## config.mk

```make
export PLATFORM = sky130hd
export DESIGN_NAME = mont_top
export DESIGN_NICKNAME = d
export VERILOG_FILES = /design/src/mont_pkg.sv /design/src/mont_decode.sv /design/src/mont_execute.sv /design/src/mont_result.sv /design/src/mont_top.sv
export SDC_FILE = /design/constraint.sdc
export NUM_CORES = 1
export LEC_CHECK = 0
export BUFFER_PORTS_ARGS = -buffer_cell sky130_fd_sc_hd__buf_2
export CAP_MARGIN = 20
export CORE_ASPECT_RATIO = 1.25
export CORE_MARGIN = 1
export CORE_UTILIZATION = 50
export DETAILED_ROUTE_END_ITERATION = 8
export GPL_TIMING_DRIVEN = 0
export PLACE_DENSITY = 0.73
export SLEW_MARGIN = 15
export SYNTH_ARGS = -nofsm -noshare
export SYNTH_HDL_FRONTEND = slang
export SYNTH_SLANG_ARGS = --single-unit
export TNS_END_PERCENT = 20
```

## constraint.sdc

```tcl
create_clock -name clk -period 16.6 [get_ports clk]
set_input_delay 2.49 -clock clk [delete_from_list [all_inputs] [get_ports clk]]
set_output_delay 2.49 -clock clk [all_outputs]
set_load 0.005 [all_outputs]
```

## src/mont_pkg.sv

```systemverilog
`default_nettype none

package mont_pkg;

    localparam int operand_w = 32;

    typedef logic [operand_w-1:0] mont_word_t;

    // one request as the sender presents it, x and y below m
    typedef struct packed {
        mont_word_t x;
        mont_word_t y;
        mont_word_t m;      // odd modulus
        mont_word_t rou;    // 2^(2*operand_w) mod m
    } mont_req_t;

    // operands of a single montgomery product
    typedef struct packed {
        mont_word_t a;
        mont_word_t b;
        mont_word_t m;
    } mont_op_t;

    typedef enum logic [1:0] {
        pass_x_rou = 2'd0,  // x into montgomery form
        pass_y_rou = 2'd1,  // y into montgomery form
        pass_mult  = 2'd2,  // product of the two
        pass_out   = 2'd3   // back to normal form
    } mont_pass_e;

endpackage

`default_nettype wire

```

## src/mont_decode.sv

```systemverilog
`default_nettype none

module mont_decode (
    input  wire logic                 clk,
    input  wire logic                 rst_n,
    input  wire mont_pkg::mont_req_t  req,
    input  wire logic                 req_valid,
    output logic                      req_credit,
    output mont_pkg::mont_op_t        op,
    output logic                      start,
    input  wire mont_pkg::mont_word_t product,
    input  wire logic                 done,
    input  wire logic                 slot_ready,
    output logic                      push,
    output mont_pkg::mont_word_t      push_data
);
    import mont_pkg::*;

    mont_req_t  slot;       // single request slot
    logic       slot_full;
    mont_req_t  work;       // request of the running job
    mont_word_t r1;         // x*R, later x*y*R
    mont_word_t r2;         // y*R
    mont_pass_e pass;
    logic       running;
    logic       take;

    // a result still being pushed is not yet counted by the fifo
    assign take = slot_full && !running && !push && slot_ready;

    // ------------------------------------------------------------------------
    // operand select per pass
    // ------------------------------------------------------------------------
    always_comb begin
        op.m = work.m;
        unique case (pass)
            pass_x_rou: begin
                op.a = work.x;
                op.b = work.rou;
            end
            pass_y_rou: begin
                op.a = work.y;
                op.b = work.rou;
            end
            pass_mult: begin
                op.a = r1;
                op.b = r2;
            end
            pass_out: begin
                op.a = r1;
                op.b = mont_word_t'(1);     // multiply by one strips R
            end
        endcase
    end

    // ------------------------------------------------------------------------
    // sequencer control
    // ------------------------------------------------------------------------
    always_ff @(posedge clk or negedge rst_n) begin
        if (!rst_n) begin
            slot_full  <= 1'b0;
            req_credit <= 1'b0;
            running    <= 1'b0;
            pass       <= pass_x_rou;
            start      <= 1'b0;
            push       <= 1'b0;
        end else begin
            req_credit <= take;             // credit back once the slot drains
            start      <= 1'b0;
            push       <= 1'b0;
            if (take)
                slot_full <= 1'b0;
            if (req_valid)
                slot_full <= 1'b1;
            if (take) begin
                running <= 1'b1;
                pass    <= pass_x_rou;
                start   <= 1'b1;
            end else if (running && done) begin
                if (pass == pass_out) begin
                    running <= 1'b0;
                    push    <= 1'b1;
                end else begin
                    pass  <= mont_pass_e'(pass + 2'd1);
                    start <= 1'b1;          // dispatch next pass
                end
            end
        end
    end

    // slot, working copy and intermediate results
    always_ff @(posedge clk) begin
        if (req_valid)
            slot <= req;
        if (take)
            work <= slot;
        if (running && done) begin
            unique case (pass)
                pass_x_rou: r1        <= product;
                pass_y_rou: r2        <= product;
                pass_mult:  r1        <= product;   // engine already holds old r1
                pass_out:   push_data <= product;
            endcase
        end
    end

endmodule

`default_nettype wire

```

## src/mont_execute.sv

```systemverilog
`default_nettype none

module mont_execute (
    input  wire logic                 clk,
    input  wire logic                 rst_n,
    input  wire mont_pkg::mont_op_t   op,
    input  wire logic                 start,
    output mont_pkg::mont_word_t      product,
    output logic                      done
);
    import mont_pkg::*;

    localparam int acc_w = operand_w + 2;           // holds acc + b + m below 4m
    localparam int cnt_w = $clog2(operand_w + 1);
    localparam logic [cnt_w-1:0] last_step = cnt_w'(operand_w);

    logic [acc_w-1:0] acc;
    logic [acc_w-1:0] acc_sub;
    mont_word_t       a_q;      // shifts right, bit 0 is the current bit
    mont_word_t       b_q;
    mont_word_t       m_q;
    logic [cnt_w-1:0] step_cnt;
    logic             busy;

    // one radix-2 step
    function automatic logic [acc_w-1:0] mont_step(
        input logic [acc_w-1:0] acc_in,
        input logic             a_bit,
        input mont_word_t       b,
        input mont_word_t       m
    );
        logic [acc_w-1:0] sum;
        sum = acc_in;
        if (a_bit)
            sum = sum + {2'b00, b};
        if (sum[0])
            sum = sum + {2'b00, m};     // make it even so the halving is exact
        return {1'b0, sum[acc_w-1:1]};
    endfunction

    assign acc_sub = acc - {2'b00, m_q};

    // ------------------------------------------------------------------------
    // step counter, bit 0 runs on the start edge
    // ------------------------------------------------------------------------
    always_ff @(posedge clk or negedge rst_n) begin
        if (!rst_n) begin
            busy     <= 1'b0;
            step_cnt <= '0;
            done     <= 1'b0;
        end else begin
            done <= 1'b0;
            if (start) begin
                busy     <= 1'b1;
                step_cnt <= cnt_w'(1);
            end else if (busy) begin
                if (step_cnt == last_step) begin
                    busy <= 1'b0;           // subtract cycle
                    done <= 1'b1;
                end else begin
                    step_cnt <= step_cnt + cnt_w'(1);
                end
            end
        end
    end

    always_ff @(posedge clk) begin
        if (start) begin
            acc <= mont_step('0, op.a[0], op.b, op.m);
            a_q <= op.a >> 1;
            b_q <= op.b;
            m_q <= op.m;
        end else if (busy) begin
            if (step_cnt == last_step) begin
                // acc is below 2m here, one subtraction is enough
                product <= (acc >= {2'b00, m_q}) ? acc_sub[operand_w-1:0]
                                                 : acc[operand_w-1:0];
            end else begin
                acc <= mont_step(acc, a_q[0], b_q, m_q);
                a_q <= a_q >> 1;
            end
        end
    end

endmodule

`default_nettype wire

```

## src/mont_result.sv

```systemverilog
`default_nettype none

module mont_result #(
    parameter int fifo_depth     = 4,
    parameter int result_credits = 2
) (
    input  wire logic                 clk,
    input  wire logic                 rst_n,
    input  wire logic                 push,
    input  wire mont_pkg::mont_word_t push_data,
    output logic                      slot_ready,
    output mont_pkg::mont_word_t      res,
    output logic                      res_valid,
    input  wire logic                 res_credit
);
    import mont_pkg::*;

    localparam int ptr_w  = (fifo_depth > 1) ? $clog2(fifo_depth) : 1;
    localparam int cnt_w  = $clog2(fifo_depth + 1);
    localparam int cred_w = (result_credits > 0) ? $clog2(result_credits + 1) : 1;
    localparam logic [ptr_w-1:0]  last_ptr  = ptr_w'(fifo_depth - 1);
    localparam logic [cnt_w-1:0]  depth_cnt = cnt_w'(fifo_depth);

    mont_word_t        mem [fifo_depth];
    logic [ptr_w-1:0]  wr_ptr;
    logic [ptr_w-1:0]  rd_ptr;
    logic [cnt_w-1:0]  fill;        // entries queued
    logic [cred_w-1:0] credits;     // results the consumer can still take
    logic              pop;

    // wraps at any depth, not only powers of two
    function automatic logic [ptr_w-1:0] ptr_inc(input logic [ptr_w-1:0] p);
        return (p == last_ptr) ? '0 : p + ptr_w'(1);
    endfunction

    assign pop        = (credits != '0) && (fill != '0);
    assign slot_ready = fill < depth_cnt;

    // ------------------------------------------------------------------------
    // pointers, fill level and credits
    // ------------------------------------------------------------------------
    always_ff @(posedge clk or negedge rst_n) begin
        if (!rst_n) begin
            wr_ptr    <= '0;
            rd_ptr    <= '0;
            fill      <= '0;
            credits   <= cred_w'(result_credits);
            res_valid <= 1'b0;
        end else begin
            res_valid <= pop;
            if (push)
                wr_ptr <= ptr_inc(wr_ptr);
            if (pop)
                rd_ptr <= ptr_inc(rd_ptr);
            case ({push, pop})
                2'b10:   fill <= fill + cnt_w'(1);
                2'b01:   fill <= fill - cnt_w'(1);
                default: fill <= fill;
            endcase
            case ({res_credit, pop})
                2'b10:   credits <= credits + cred_w'(1);
                2'b01:   credits <= credits - cred_w'(1);
                default: credits <= credits;    // returned and spent together
            endcase
        end
    end

    // storage and output word
    always_ff @(posedge clk) begin
        if (push)
            mem[wr_ptr] <= push_data;
        if (pop)
            res <= mem[rd_ptr];
    end

endmodule

`default_nettype wire

```

## src/mont_top.sv

```systemverilog
`default_nettype none

module mont_top #(
    parameter int fifo_depth     = 4,
    parameter int result_credits = 2
) (
    input  wire logic                 clk,
    input  wire logic                 rst_n,
    input  wire mont_pkg::mont_req_t  req,
    input  wire logic                 req_valid,
    output logic                      req_credit,
    output mont_pkg::mont_word_t      res,
    output logic                      res_valid,
    input  wire logic                 res_credit
);
    import mont_pkg::*;

    mont_op_t   op;
    logic       start;
    mont_word_t product;
    logic       done;
    logic       push;
    mont_word_t push_data;
    logic       slot_ready;

    mont_decode u_decode (
        .clk        (clk),
        .rst_n      (rst_n),
        .req        (req),
        .req_valid  (req_valid),
        .req_credit (req_credit),
        .op         (op),
        .start      (start),
        .product    (product),
        .done       (done),
        .slot_ready (slot_ready),
        .push       (push),
        .push_data  (push_data)
    );

    mont_execute u_execute (
        .clk     (clk),
        .rst_n   (rst_n),
        .op      (op),
        .start   (start),
        .product (product),
        .done    (done)
    );

    mont_result #(
        .fifo_depth     (fifo_depth),
        .result_credits (result_credits)
    ) u_result (
        .clk        (clk),
        .rst_n      (rst_n),
        .push       (push),
        .push_data  (push_data),
        .slot_ready (slot_ready),
        .res        (res),
        .res_valid  (res_valid),
        .res_credit (res_credit)
    );

endmodule

`default_nettype wire

```

### Word level (Yosys, flattened, before mapping)

Memory sizes are Yosys's and may differ from the RTL's. A register that Yosys moved wholly into a read port is not among the register bits.
Index checks and enable logic that the tools add are counted.

| cells by class | value |
|---|---|
| $add $sub $neg | 12 |
| $lt $le $gt $ge | 2 |
| eq/ne operators | 12 |
| muxes and demuxes | 45 |
| bitwise operators | 1 |
| reductions and logical operators | 24 |

Operators by type and width:

| cell | number |
|---|---|
| $pmux W64 S4 | 1 |
| $mux W34 | 7 |
| $mux W33 | 3 |
| $mux W31 | 3 |
| $add A34 B32 Y34 | 2 |
| $mux W32 | 2 |
| $add A33 B32 Y34 | 1 |
| $ge A33 B32 Y1 | 1 |
| $sub A32 B32 Y32 | 1 |
| $mux W1 | 19 |
| $mux W6 | 3 |
| $reduce_bool A2 Y1 | 7 |
| $eq A2 B2 Y1 const B | 6 |
| $reduce_and A2 Y1 | 6 |
| $mux W2 | 5 |
| $add A2 B1 Y2 const B | 4 |
| $add A6 B1 Y6 const B | 1 |
| $eq A2 B1 Y1 const B | 3 |
| $eq A6 B6 Y1 const B | 1 |
| $pmux W3 S2 | 1 |
| $logic_and A1 B1 Y1 | 5 |
| $pmux W2 S2 | 1 |
| $add A3 B1 Y3 const B | 1 |
| $lt A3 B3 Y1 const B | 1 |
| other kinds (10) | 11 |

| word-level totals | value |
|---|---|
| register bits | 537 |
| RAM bits | 128 |
| bits of input ports | 132 |
| output and inout port bits | 34 |
| word-level logic and storage cells | 127 |
| memories kept | 1 |

Memory list:

| memory | depth | width | rd ports | clocked after memory_dff | wr ports | RTL line | RTL |
|---|---|---|---|---|---|---|---|
| u_result.mem | 4 | 32 | 1 | 1 | 1 | mont_result.sv:24 | `mont_word_t mem [fifo_depth];` |

### Depth between registers and ports, before layout

Gate-level depths: netlist (run 1).

| logic depth | value |
|---|---|
| depth in word-level cells | 10 |
| gate-level depth with buffers | 23 |
| depth with buffers taken out | 23 |

### Cells and area by module

From an unflattened synthesis (run 1), not the netlist that was laid out.

| unflattened totals | value |
|---|---|
| cell total of the unflattened synthesis | 2284 |
| area total of the unflattened synthesis | 32153.3 µm² |

By module, submodules not included:

| module | times used | cells an instance | area an instance (µm²) | sequential area each (µm²) |
|---|---|---|---|---|
| mont_execute | 1 | 1431 | 13661.9 | 5004.8 |
| mont_decode | 1 | 605 | 12313.1 | 10745.3 |
| mont_result | 1 | 248 | 6178.4 | 5056.1 |

### Worst setup path after synthesis (run 1)

Ideal clock, no wire load.

| timing | value |
|---|---|
| path kind | flip-flop to flip-flop |
| start | reg u_result.fill[2] |
| end | reg u_decode.req_credit |
| setup time | 1.367 ns |
| arrival | 12.945 ns |
| data required time | 15.233 ns |
| setup slack | 2.289 ns |
| cell stages (with the launch flop) | 2 |
| path buffers | 0 |
| clock period less this slack | 14.311 ns |
| cell sequence | dfrtp_1 > nor4_1 |

| between the ends | value |
|---|---|
| longest elaborated chain between the ends | 2 |

RTL lines:

| element | RTL line | RTL |
|---|---|---|
| start, declared | mont_result.sv:27 | `logic [cnt_w-1:0] fill;` |
| start signal, assigned | mont_result.sv:56 | `2'b10: fill <= fill + cnt_w'(1);` |
| start signal, assigned | mont_result.sv:57 | `2'b01: fill <= fill - cnt_w'(1);` |
| start signal, assigned | mont_result.sv:58 | `default: fill <= fill;` |
| $lt A3 B3 Y1 | mont_result.sv:37 | `assign slot_ready = fill < depth_cnt;` |
| $logic_and A1 B1 Y1 | mont_decode.sv:29 | `assign take = slot_full && !running && !push && slot_ready;` |
| net u_decode.take | mont_decode.sv:26 | `logic take;` |
| end signal, assigned | mont_decode.sv:68 | `req_credit <= take;` |
| end, declared | mont_decode.sv:8 | `output logic req_credit,` |

The timed path passes the listed nets, and every way through them passes these cells.
A chain may end at the register's enable or synchronous reset.

### Final worst setup path (run 1)

| timing | value |
|---|---|
| start | reg u_decode.pass[0] |
| end | reg u_execute.acc[29], data pin |

| between the ends | value |
|---|---|
| longest elaborated chain between the ends | 7 |
| elaborated cells on any way between the ends | 10 |
| those cells by class | add/sub: 1; eq/ne: 3; mux: 5; reduce/logical: 1 |

RTL lines:

| element | RTL line | RTL |
|---|---|---|
| start, declared | mont_decode.sv:24 | `mont_pass_e pass;` |
| start signal, assigned | mont_decode.sv:64 | `pass <= pass_x_rou;` |
| start signal, assigned | mont_decode.sv:77 | `pass <= pass_x_rou;` |
| start signal, assigned | mont_decode.sv:84 | `pass <= mont_pass_e'(pass + 2'd1);` |
| $eq A2 B2 Y1 (tied with other cells) | mont_decode.sv:36 | `unique case (pass)` |
| $pmux W64 S4 * | mont_decode.sv:36 |  |
| $mux W32 * | mont_execute.sv:34 | `if (a_bit)` |
| $mux W34 * | mont_execute.sv:68 | `if (start) begin` |
| $add A34 B32 Y34 | mont_execute.sv:37 | `sum = sum + {2'b00, m};` |
| $mux W34 * | mont_execute.sv:36 | `if (sum[0])` |
| $mux W33 * | mont_execute.sv:68 |  |
| end signal, assigned | mont_execute.sv:69 | `acc <= mont_step('0, op.a[0], op.b, op.m);` |
| end signal, assigned | mont_execute.sv:79 | `acc <= mont_step(acc, a_q[0], b_q, m_q);` |
| end, declared | mont_execute.sv:17 | `logic [acc_w-1:0] acc;` |

Every way passes the cells marked *; elsewhere a longest branch is shown, timed or not. The select of a mux whose other input is x is not followed.

==> reports/results.txt, run 1 <==
outcome = finished clean
Syn Nets = 2526
clock-pin slew on the worst setup and hold paths = 0.06 ns
Relative slew margins = 24.5%
CTS tree = yes
Hold Fails Final Rpt = 0
layout cells sized above 1 = 16.3%
core footprint = 62300 µm²
non-filler cells, final = 3404
post-synth top area share = 63.7%
synth top area cells = edfxtp_1 (64%), ha_1 (5.6%), a21oi_1 (2.4%)
wire per inst = 22.8 µm
post-cts sizing count = 0
Total Nets Final = 2795
total CTS buffers = 70
Worst path slowest cell = a2111oi_0
ys async rst share = 3.59%
Max-cap violations = 0
Logic pwr share = 0.8%
CP cell instances = inv_1 -> ha_1 -> clkbuf_1 -> nor2b_1 -> clkbuf_1 -> buf_1 -> a22oi_1 -> nor2_1 -> ha_1 -> a21o_1 -> a21o_1 -> a2111oi_0 -> o31ai_1 -> a21oi_1 -> o211ai_1 -> a31oi_1 -> nor2b_1 -> o41ai_1
largest net degree at the start of global routing = 69
Synth Cell Area = 31700 µm²
row cnt = 102
post-route cell area = 36200 µm²
Root Buffer = clkbuf_16
vias post-DR = 19600
Pwr Density = 98.5 nW/µm²
Top Usage Layer GRT = met2
synthesized instance count = 2248
synth unique cells = 81
number of global-route vias before repair = 20100
internal power = 2870 µW
fin util = 58.2%
switching power share of the total = 19.5%
flops & latches, synth = 697
CP Class = register to register
Inserted Diodes = 0
met2 usage = 42.8%
setup TNS = 0 ns
clock skew = 0.0383 ns
Final Max Slew Viols = 0
IO buf count = 165
Reg power frac = 54.7%
area grow syn2layout = 14.4%
io pins = 166
post-DR vias/cell = 5.75
Iter 0 DRT Violations = 1611
HP Class = register to register
# DRC = 0
Power Total = 3570 µW
die width = 227 µm
fin crit share = 40.5%
Static Leak = 0.0135 µW
CTS H-Tree Depth = 3
clock buffer depth = 3
unrepaired setup endpoints after global routing = no
initial antenna violation count = 0
# placed instances = 3277
Die Y = 283 µm
final setup violation count = 0
Crit path arrival time = 7.11 ns
Setup Fix Bufs, Post-CTS = 0
nature of the critical path endpoint = register
Die ar. = 64400 µm²
share of the yosys chip area belonging to registers = 65.7%
Tot GR Track Use = 24.5%
top fanout value on the critical path = 10
aggregate global routing overflow = 0
RD Place Congestion = 0.951
Starting Density = 50.9%
final wirelength = 77800 µm
Num Clock Sinks = 697
first-pass GRT wire length = 117000 µm
Max stage delay on crit path = 0.74 ns
Clk pwr share = 44.4%
Required @ worst endpoint = 16.98 ns
Yosys warning total = 0
Tightest Pin Transition = 1.13 ns
Net Sw Power = 697 µW
FMAX = 149 MHz
Bufs and invs on worst path = 4
Avg Cell Area, Syn = 14.1 µm²
area post-placement = 34000 µm²
post-synth top area cell = edfxtp_1
GR Util met3 = 2.79%
delay-heaviest family, CP = compound AO/OA/AOI/OAI gates
post-DP HPWL = 58400 µm
ANT nets after route = 0
Peak supply drop = 0.0000700 V
GR Util met1 = 30.1%
Tmin final = 6.73 ns
most common flop cell mapped by yosys = edfxtp_1
number of synthesized flops with an enable pin = 672
Initial DRT Pass Iterations = 5
worst-skew pair later-pin latency = 0.63 ns
cts hold-fix bufs = 0
CP startpoint kind = register
==> per-stage QoR <==
step | worst slack (ns) | hold WS (ns)
2_1_floorplan | 2.29 | 0.400
3_3_place_gp | -3.96 | 0.404
3_5_place_dp | 9.89 | 0.405
4_1_cts | 9.84 | 0.406
5_1_grt | 9.45 | 0.416
6_report | 9.87 | 0.407
==> cell usage after synthesis (14+ instances only) <==
cell / count
o211ai_1: 14
nand2_1: 115
a31oi_1: 17
xor2_1: 46
o21bai_1: 14
xnor2_1: 73
a22oi_1: 58
ha_1: 141
o21a_1: 14
a21o_1: 63
o21ai_0: 69
mux2_2: 58
inv_1: 104
o21ai_1: 36
nand4_1: 19
clkbuf_1: 65
nand3_1: 36
o22ai_1: 16
nor2_1: 147
mux4_2: 32
and3_1: 24
nor3_1: 23
edfxtp_1: 672
nor2b_1: 20
dfrtp_1: 24
a21oi_1: 150
==> final cells by class <==
class                   instances  area [µm²]
flip-flops and latches        697       20800
fillers                      4894       26000
repair buffers                197        1200
multi-input cells            1366       10200
clock buffers                  85        1820
inverters                     107         402
well taps                     832        1040
plain buffers                  78         303
clock inverters                42         458
==> cell families (layout without fill, tap and decap cells) <==
family	Yosys count	after routing	synth area share, %
multiplexers	108	108	4.95
buffers and inverters	185	509	2.22
XOR/XNOR	119	119	3.29
AND/OR/NAND/NOR	443	443	6.54
flip-flops	697	697	65.7
adder cells (fa/ha/maj)	146	146	5.88
AO/OA/AOI/OAI	550	550	11.4
==> routing by layer <==
layer  vias to the layer above  share of wire [%]
met5                         -                  0
met4                         0                4.4
met3                       173                5.3
met2                       685                 51
met1                      9519                 39
li1                       9188                  -
==> sequential cells by signal (all words and copies together), names as in the netlist, 6 cells and up <==
name and count:
u_execute.m_q 32, u_execute.a_q 31, u_execute.acc 33, u_decode.op 32
u_execute.product 32, u_result.mem 128, u_decode.push_data 32, u_execute.step_cnt 6
u_decode.r1 32, u_result.res 32, u_decode.r2 32, u_decode.work 96
u_execute.b_q 32, u_decode.slot 128
==> power groups by stage <==
stage | clock network, µW | logic [µW] | registers (µW)
2_1_floorplan | 0 | 4.00 | 1990
5_1_grt | 1680 | 32.5 | 1950
3_3_place_gp | 0 | 28.4 | 1990
3_5_place_dp | 0 | 30.3 | 1990
4_1_cts | 1610 | 30.4 | 1950
6_report | 1590 | 29.6 | 1950
==> layout by cell type, fill, tap and decap left out, drive strengths merged, types with 20 or more instances in the layout <==
cell type / netlist / final
a21o: 63 / 63
a21oi: 150 / 150
a22oi: 58 / 58
and3: 24 / 24
buf: 13 / 210
clkbuf: 65 / 150
clkinv: 2 / 28
dfrtp: 24 / 24
edfxtp: 672 / 672
ha: 141 / 141
inv: 105 / 112
mux2: 67 / 67
mux4: 32 / 32
nand2: 115 / 115
nand3: 36 / 36
nor2: 147 / 147
nor2b: 20 / 20
nor3: 24 / 24
o21ai: 105 / 105
xnor2: 73 / 73
xor2: 46 / 46
==> final timing paths <==
kind                                    from                end  slack [ns]  cells past startpoint
setup / recovery            u_decode.pass[0]  u_execute.acc[29]        9.87                     18
hold / removal             u_decode.slot[12]  u_decode.work[12]        0.41                      0
setup reg to reg            u_decode.pass[0]  u_execute.acc[29]        9.87                     18
hold reg to reg            u_decode.slot[12]  u_decode.work[12]        0.41                      0
max in group asynchronous              rst_n     u_decode.start       14.24                      1
min in group asynchronous              rst_n   u_result.fill[1]        1.88                      1
Power figures use the tool's default switching activity.
==> run 2: changes to the inputs <==
--- a/config.mk
+++ b/config.mk
@@ -5,6 +5,7 @@
 export SDC_FILE = /design/constraint.sdc
 export NUM_CORES = 1
 export LEC_CHECK = 0
+export ABC_AREA = 1
 export BUFFER_PORTS_ARGS = -buffer_cell sky130_fd_sc_hd__buf_2
 export CAP_MARGIN = 20
 export CORE_ASPECT_RATIO = 1.25
==> constraint.sdc (replaced) <==
create_clock -name clk -period 6.2 [get_ports clk]
set_input_delay 0.93 -clock clk [delete_from_list [all_inputs] [get_ports clk]]
set_output_delay 0.93 -clock clk [all_outputs]
set_load 0.005 [all_outputs]
==> run 2 against run 1 <==
Against the previous run: core utilization decreased by 0.51 points; critical path depth rose by 4; flip-flop and latch count stayed put; hold slack worse by 0.080 ns; sequential share of layout area down 3.6 points; sequential power increased to 2.7 times the previous value; fmax up 35%; critical path type unchanged.
==> reports/results.txt, run 2 <==
die width = 235 µm (was 227 µm)
Starting Density = 50.6% (was 50.9%)
Post-Synth XOR/XNOR Area = 1.50% (was 3.29%)
Tightest Pin Transition = 1.06 ns (was 1.13 ns)
final setup violation count = 0 (unchanged)
area post-placement = 36200 µm² (was 34000 µm²)
wire per inst = 23.1 µm (was 22.8 µm)
Compound-Gate Fraction of Synth Area = 10.1% (was 11.4%)
post-route cell area = 38600 µm² (was 36200 µm²)
worst-skew pair later-pin latency = 0.66 ns (was 0.63 ns)
row cnt = 106 (was 102)
synth cell count leaders = nand2_1 (755), edfxtp_1 (672), inv_1 (354), nor2_1 (318), a21oi_1 (233) (was edfxtp_1 (672), a21oi_1 (150), nor2_1 (147), ha_1 (141), nand2_1 (115))
Avg Cell Area, Syn = 10.3 µm² (was 14.1 µm²)
ANT nets after route = 0 (unchanged)
CP Class = register to register (unchanged)
post-synthesis mux area share = 0% (was 4.95%)
Num Clock Sinks = 697 (unchanged)
Bufs and invs on worst path = 5 (was 4)
post-synthesis simple-gate area fraction = 16.4% (was 6.54%)
fin util = 57.7% (was 58.2%)
number of synthesized flops with an enable pin = 672 (unchanged)
Peak supply drop = 0.000271 V (was 0.0000700 V)
aggregate global routing overflow = 0 (unchanged)
HP Class = input port to asynchronous set/reset pin (was register to register)
R2R cell count = 22 (was 18)
Inserted Diodes = 0 (unchanged)
largest net degree at the start of global routing = 85 (was 69)
CTS tree = yes (unchanged)
nature of the critical path endpoint = register (unchanged)
CTS H-Tree Depth = 3 (unchanged)
most frequent cells in the layout = nand2_1 (754), edfxtp_1 (672), inv_1 (350), nor2_1 (315), a21oi_1 (232) (was edfxtp_1 (672), buf_2 (179), a21oi_1 (150), nor2_1 (146), ha_1 (141))
Crit path arrival time = 5.37 ns (was 7.11 ns)
vias post-DR = 25200 (was 19600)
Fillers = 5599 (was 4894)
Required @ worst endpoint = 6.60 ns (was 16.98 ns)
synth unique cells = 54 (was 81)
Top Registers = u_decode.slot (128), u_result.mem (128), u_decode.work (96) (unchanged)
outcome = finished clean (unchanged)
Tot GR Track Use = 29.9% (was 24.5%)
post-cts sizing count = 0 (unchanged)
io pins = 166 (unchanged)
Syn Nets = 3581 (was 2526)
core footprint = 67000 µm² (was 62300 µm²)
Tmin final = 4.97 ns (was 6.73 ns)
most frequent cell after synthesis = nand2_1 (was edfxtp_1)
Hold Fails Final Rpt = 0 (unchanged)
most common flop cell mapped by yosys = edfxtp_1 (unchanged)
final wirelength = 103000 µm (was 77800 µm)
clock skew = 0.0537 ns (was 0.0383 ns)
commonest non-fill, non-tap cell in the layout = nand2_1 (was edfxtp_1)
unrepaired setup endpoints after global routing = no (unchanged)
setup TNS = 0 ns (unchanged)
Final Max Slew Viols = 0 (unchanged)
post-synth top area cell = edfxtp_1 (unchanged)
post-DR vias/cell = 5.63 (was 5.75)
flops & latches, synth = 697 (unchanged)
synthesized instance count = 3303 (was 2248)
CP startpoint kind = register (unchanged)
Worst path slowest cell = clkbuf_1 (was a2111oi_0)
clock-pin slew on the worst setup and hold paths = 0.07 ns (was 0.06 ns)
share of the yosys chip area belonging to registers = 61.5% (was 65.7%)
Pwr Density = 251 nW/µm² (was 98.5 nW/µm²)
# DRC = 0 (unchanged)
top fanout value on the critical path = 10 (unchanged)
Setup Fix Bufs, Post-CTS = 0 (unchanged)
Die ar. = 68800 µm² (was 64400 µm²)
IO buf count = 165 (unchanged)
delay-heaviest family, CP = simple AND/OR/NAND/NOR gates (was compound AO/OA/AOI/OAI gates)
Max-cap violations = 0 (unchanged)
ys async rst share = 3.59% (unchanged)
post-synth top area share = 59.6% (was 63.7%)
initial antenna violation count = 3 (was 0)
Root Buffer = clkbuf_16 (unchanged)
synth top area cells = edfxtp_1 (60%), nand2_1 (8.4%), ha_1 (5.2%) (was edfxtp_1 (64%), ha_1 (5.6%), a21oi_1 (2.4%))
area grow syn2layout = 14.1% (was 14.4%)
Max stage delay on crit path = 0.57 ns (was 0.74 ns)
FMAX = 201 MHz (was 149 MHz)
Total Nets Final = 3838 (was 2795)
fin crit share = 80.2% (was 40.5%)
RD Place Congestion = 1.00 (was 0.951)
first-pass GRT wire length = 150000 µm (was 117000 µm)
layout cells sized above 1 = 10.0% (was 16.3%)
cell mode on critical path = nand2_1
total CTS buffers = 70 (unchanged)
Die Y = 293 µm (was 283 µm)
Relative slew margins = 29.1% (was 24.5%)
CP cell instances = inv_1 -> ha_1 -> buf_4 -> inv_2 -> nand2_1 -> nor2_1 -> nor2_1 -> inv_1 -> clkbuf_1 -> nor2_1 -> ha_1 -> nand2_1 -> o21ai_2 -> a21boi_1 -> o21ai_0 -> nand3_1 -> nand3_1 -> nand2_1 -> nand3_1 -> nand2_1 -> nand2_1 -> nand2_1 (was inv_1 -> ha_1 -> clkbuf_1 -> nor2b_1 -> clkbuf_1 -> buf_1 -> a22oi_1 -> nor2_1 -> ha_1 -> a21o_1 -> a21o_1 -> a2111oi_0 -> o31ai_1 -> a21oi_1 -> o211ai_1 -> a31oi_1 -> nor2b_1 -> o41ai_1)
Iter 0 DRT Violations = 2552 (was 1611)
Initial DRT Pass Iterations = 6 (was 5)
post-DP HPWL = 81500 µm (was 58400 µm)
Crit. path cell count = 22 (was 18)
number of global-route vias before repair = 24700 (was 20100)
clock buffer depth = 3 (unchanged)
Synth Cell Area = 33900 µm² (was 31700 µm²)
Adder-Cell Fraction of Synth Area = 5.51% (was 5.88%)
cts hold-fix bufs = 0 (unchanged)
Static Leak = 0.0157 µW (was 0.0135 µW)
Yosys warning total = 0 (unchanged)
main combinational cell family by area after synthesis = simple AND/OR/NAND/NOR gates (was compound AO/OA/AOI/OAI gates)
run 2: worst paths after layout:
path | from | end | slack, ns
min in group clk | u_decode.slot[98] | u_decode.work[98] | 0.39
min | rst_n | u_result.wr_ptr[0] | 0.33
max in group asynchronous | rst_n | u_decode.start | 5.31
max | u_decode.pass[1] | u_execute.acc[23] | 1.23
min reg2reg | u_decode.slot[98] | u_decode.work[98] | 0.39
max reg2reg | u_decode.pass[1] | u_execute.acc[23] | 1.23
run 2: cell families after synthesis:
family / Yosys count
AO/OA/AOI/OAI: 603
XOR/XNOR: 58
adder cells (fa/ha/maj): 146
buffers and inverters: 444
flip-flops: 697
AND/OR/NAND/NOR: 1355
run 2: per-layer routing:
metal  vias to the layer above  track usage (%)  routed length (µm)
met5                         -                0                   0
met4                         0             19.0                6900
met3                       222             4.91                8150
met2                      1117             50.4               49700
met1                     11900             35.9               38800
li1                      11900                -                   -
run 2: worst register-to-register path, cell delays in order, from the launching register on:
cell and delay [ns]:
dfrtp_1 0.40, inv_1 0.09, ha_1 0.18, buf_4 0.18
inv_2 0.20, nand2_1 0.09, nor2_1 0.29, nor2_1 0.18
inv_1 0.14, clkbuf_1 0.57, nor2_1 0.24, ha_1 0.39
nand2_1 0.10, o21ai_2 0.25, a21boi_1 0.17, o21ai_0 0.46
nand3_1 0.23, nand3_1 0.12, nand2_1 0.05, nand3_1 0.09
nand2_1 0.08, nand2_1 0.12, nand2_1 0.07
run 2: stage by stage:
step                      hold slack [ns]  setup slack [ns]  power (µW)  cells
after CTS                           0.327              1.34        9760   4480
after global routing                0.363              1.08        9940   4480
after floorplan                     0.400             0.773        5330   3303
after global placement              0.403             -1.47        5400   4332
after detailed placement            0.405              1.35        5410   4352
final                               0.327              1.23        9700   4480
run 2: area by class of cell:
class                      count  area, µm²  area share [%]
tap                          864       1080            2.80
buffer                        84        349           0.904
multi-input combinational   2162      11400            29.6
timing repair buffer         185       1180            3.05
inverter                     360       1350            3.50
sequential                   697      20800            53.9
clock buffer                  85       1870            4.84
clock inverter                43        572            1.48
run 2: where the power goes:
| part | leakage [µW] | switching (µW) | internal (µW) |
|---|---|---|---|
| clock | 0.00117 | 1890 | 2500 |
| sequential | 0.00658 | 25.8 | 5200 |
| combinational | 0.00798 | 39.3 | 37.8 |
==> run 3: changes to the inputs <==
--- a/config.mk
+++ b/config.mk
@@ -5,7 +5,7 @@
 export SDC_FILE = /design/constraint.sdc
 export NUM_CORES = 1
 export LEC_CHECK = 0
-export ABC_AREA = 1
+export ABC_AREA = 0
 export BUFFER_PORTS_ARGS = -buffer_cell sky130_fd_sc_hd__buf_2
 export CAP_MARGIN = 20
 export CORE_ASPECT_RATIO = 1.25
==> constraint.sdc (replaced) <==
create_clock -name clk -period 5.1 [get_ports clk]
set_input_delay 0.765 -clock clk [delete_from_list [all_inputs] [get_ports clk]]
set_output_delay 0.765 -clock clk [all_outputs]
set_load 0.005 [all_outputs]
==> run 3 against run 2 <==
Against the previous run: sequential power grew 22%; non-clock buffer count grew 14; clock power grew 19%; largest cell class unchanged; largest power group unchanged; total power grew 21%; hold slack lost 0.16 ns; core utilization grew 1.7 points; design area shrank 4.3%; worst setup slack lost 1.2 ns; highest routed layer unchanged; sequential share of layout area grew 2.4 points; clock-buffer cell count shrank 5; clock skew shrank 0.024 ns; wire length shrank 24%.
==> reports/results.txt, run 3 (synthesis results as in run 1) <==
internal power = 9410 µW (was 7750 µW)
switching power share of the total = 19.5% (was 20.2%)
FMAX = 197 MHz (was 201 MHz)
clock skew = 0.0297 ns (was 0.0537 ns)
Tmin final = 5.08 ns (was 4.97 ns)
worst-skew pair later-pin latency = 0.62 ns (was 0.66 ns)
number of global-route vias before repair = 20300 (was 24700)
largest net degree at the start of global routing = 68 (was 85)
final wirelength = 78500 µm (was 103000 µm)
delay-heaviest family, CP = compound AO/OA/AOI/OAI gates (was simple AND/OR/NAND/NOR gates)
commonest non-fill, non-tap cell in the layout = edfxtp_1 (was nand2_1)
die width = 227 µm (was 235 µm)
Pwr Density = 316 nW/µm² (was 251 nW/µm²)
Starting Density = 50.9% (was 50.6%)
first-pass GRT wire length = 117000 µm (was 150000 µm)
vias post-DR = 19700 (was 25200)
Critical Path End = u_execute.acc[29] (was u_execute.acc[23])
CTS tree = yes (unchanged)
Reg-to-Reg End = u_execute.acc[29] (was u_execute.acc[23])
Final Max Slew Viols = 0 (unchanged)
Initial DRT Pass Iterations = 7 (was 6)
HP Class = input port to asynchronous set/reset pin (unchanged)
CP Class = register to register (unchanged)
cts hold-fix bufs = 0 (unchanged)
fin crit share = 99.7% (was 80.2%)
Hold Fails Final Rpt = 0 (unchanged)
cell mode on critical path = o41ai_2 (was nand2_1)
Iter 0 DRT Violations = 1410 (was 2552)
Total Nets Final = 2804 (was 3838)
layout cells sized above 1 = 20.0% (was 10.0%)
post-DP HPWL = 58500 µm (was 81500 µm)
total CTS buffers = 71 (was 70)
Num Clock Sinks = 697 (unchanged)
wire per inst = 23.0 µm (was 23.1 µm)
core footprint = 62300 µm² (was 67000 µm²)
aggregate global routing overflow = 0 (unchanged)
Bufs and invs on worst path = 1 (was 5)
Power Total = 11700 µW (was 9700 µW)
FF-to-FF Start = u_execute.acc[1] (was u_decode.pass[1])
fin util = 59.4% (was 57.7%)
Peak supply drop = 0.000276 V (was 0.000271 V)
final setup violation count = 0 (unchanged)
Top Registers = u_decode.slot (128), u_result.mem (128), u_decode.work (96) (unchanged)
Crit. path cell count = 22 (unchanged)
Max stage delay on crit path = 0.44 ns (was 0.57 ns)
Die Y = 283 µm (was 293 µm)
most frequent cells in the layout = edfxtp_1 (672), buf_2 (167), a21oi_1 (145), nor2_1 (144), ha_1 (127) (was nand2_1 (754), edfxtp_1 (672), inv_1 (350), nor2_1 (315), a21oi_1 (232))
Static Leak = 0.0137 µW (was 0.0157 µW)
Max-cap violations = 0 (unchanged)
Reg power frac = 54.4% (was 53.9%)
post-DR vias/cell = 5.78 (was 5.63)
Net Sw Power = 2290 µW (was 1960 µW)
initial antenna violation count = 0 (was 3)
top fanout value on the critical path = 5 (was 10)
post-route cell area = 37000 µm² (was 38600 µm²)
Root Buffer = clkbuf_16 (unchanged)
CP startpoint kind = register (unchanged)
# DRC = 0 (unchanged)
outcome = finished clean (unchanged)
unrepaired setup endpoints after global routing = yes (was no)
Die ar. = 64400 µm² (was 68800 µm²)
row cnt = 102 (was 106)
Clk pwr share = 44.8% (was 45.3%)
clock-pin slew on the worst setup and hold paths = 0.06 ns (was 0.07 ns)
nature of the critical path endpoint = register (unchanged)
Tot GR Track Use = 24.4% (was 29.9%)
Required @ worst endpoint = 5.43 ns (was 6.60 ns)
reg-to-reg setup timing slack = 0.02 ns (was 1.23 ns)
Crit path arrival time = 5.41 ns (was 5.37 ns)
io pins = 166 (unchanged)
Setup crit start = u_execute.acc[1] (was u_decode.pass[1])
ANT nets after route = 0 (unchanged)
clock buffer depth = 3 (unchanged)
Relative slew margins = 22.4% (was 29.1%)
IO buf count = 165 (unchanged)
CTS H-Tree Depth = 3 (unchanged)
area post-placement = 34000 µm² (was 36200 µm²)
Logic pwr share = 0.8% (about the same)
CP cell instances = ha_1 -> a21o_1 -> nand4_1 -> nand3_4 -> a21oi_4 -> o21ai_4 -> a2111oi_4 -> o41ai_2 -> xor2_1 -> mux2_2 -> ha_1 -> a21o_1 -> a21oi_1 -> nor2b_1 -> o41ai_2 -> buf_4 -> o311ai_4 -> nand3_2 -> o21ai_1 -> xnor2_1 -> a221oi_1 -> o41ai_2 (was inv_1 -> ha_1 -> buf_4 -> inv_2 -> nand2_1 -> nor2_1 -> nor2_1 -> inv_1 -> clkbuf_1 -> nor2_1 -> ha_1 -> nand2_1 -> o21ai_2 -> a21boi_1 -> o21ai_0 -> nand3_1 -> nand3_1 -> nand2_1 -> nand3_1 -> nand2_1 -> nand2_1 -> nand2_1)
RD Place Congestion = 0.962 (was 1.00)
R2R cell count = 22 (unchanged)
area grow syn2layout = 16.7% (was 14.1%)
Tightest Pin Transition = 1.16 ns (was 1.06 ns)
Worst path slowest cell = edfxtp_1 (was clkbuf_1)
[run 3: area by class of cell]
class	instances	area, µm²
clock buffers	80	1840
flip-flops and latches	697	20800
multi-input cells	1366	10600
diodes	1	2.50
clock inverters	48	524
inverters	107	402
well taps	832	1040
fillers	4781	25300
repair buffers	211	1400
plain buffers	72	312
[run 3: worst min-delay path by stage]
| stage | startpoint | slack, ns | to |
|---|---|---|---|
| after global placement | u_decode.slot[13] | 0.40 | u_decode.work[13] |
| after detailed placement | u_decode.slot[43] | 0.40 | u_decode.op[11] |
| final | rst_n | 0.17 | u_result.res_valid |
| after floorplan | u_decode.slot[32] | 0.40 | u_decode.op[0] |
| after global routing | rst_n | 0.19 | u_execute.step_cnt[4] |
| after CTS | rst_n | 0.15 | u_execute.step_cnt[4] |
[run 3: through the flow]
stage	worst slack, ns	TNS (ns)	std cells	hold WS, ns
detailed placement	-1.53	-21.07	3269	0.405
global placement	-2.18	-402.97	3245	0.403
floorplan	-0.174	-0.903	2248	0.400
global route	-0.0964	-0.163	3413	0.187
CTS	0.00191	0	3399	0.146
finish	0.0161	0	3414	0.166
[run 3: timing repair]
action                     in CTS  in global routing
setup endpoints to repair      25                 14
gates resized for setup        52                 50
pin swaps                       7                 25
setup buffers                   5                 17
hold endpoints to repair        0                  0
[run 3: routing by layer]
| layer | vias up | wire length, µm | GRT usage (%) |
|---|---|---|---|
| li1 | 9189 | - | - |
| met1 | 9734 | 31100 | 29.5 |
| met2 | 655 | 40800 | 43.2 |
| met3 | 152 | 3710 | 3.44 |
| met4 | 0 | 2970 | 10.3 |
| met5 | - | 0 | 0 |
[run 3: power by group through the flow]
stage / clock, µW / sequential (µW) / combinational, µW
2_1_floorplan: 0 / 6470 / 13.0
3_3_place_gp: 0 / 6480 / 93.2
3_5_place_dp: 0 / 6480 / 99.4
4_1_cts: 5340 / 6360 / 100
5_1_grt: 5560 / 6360 / 106
6_report: 5240 / 6360 / 97.8
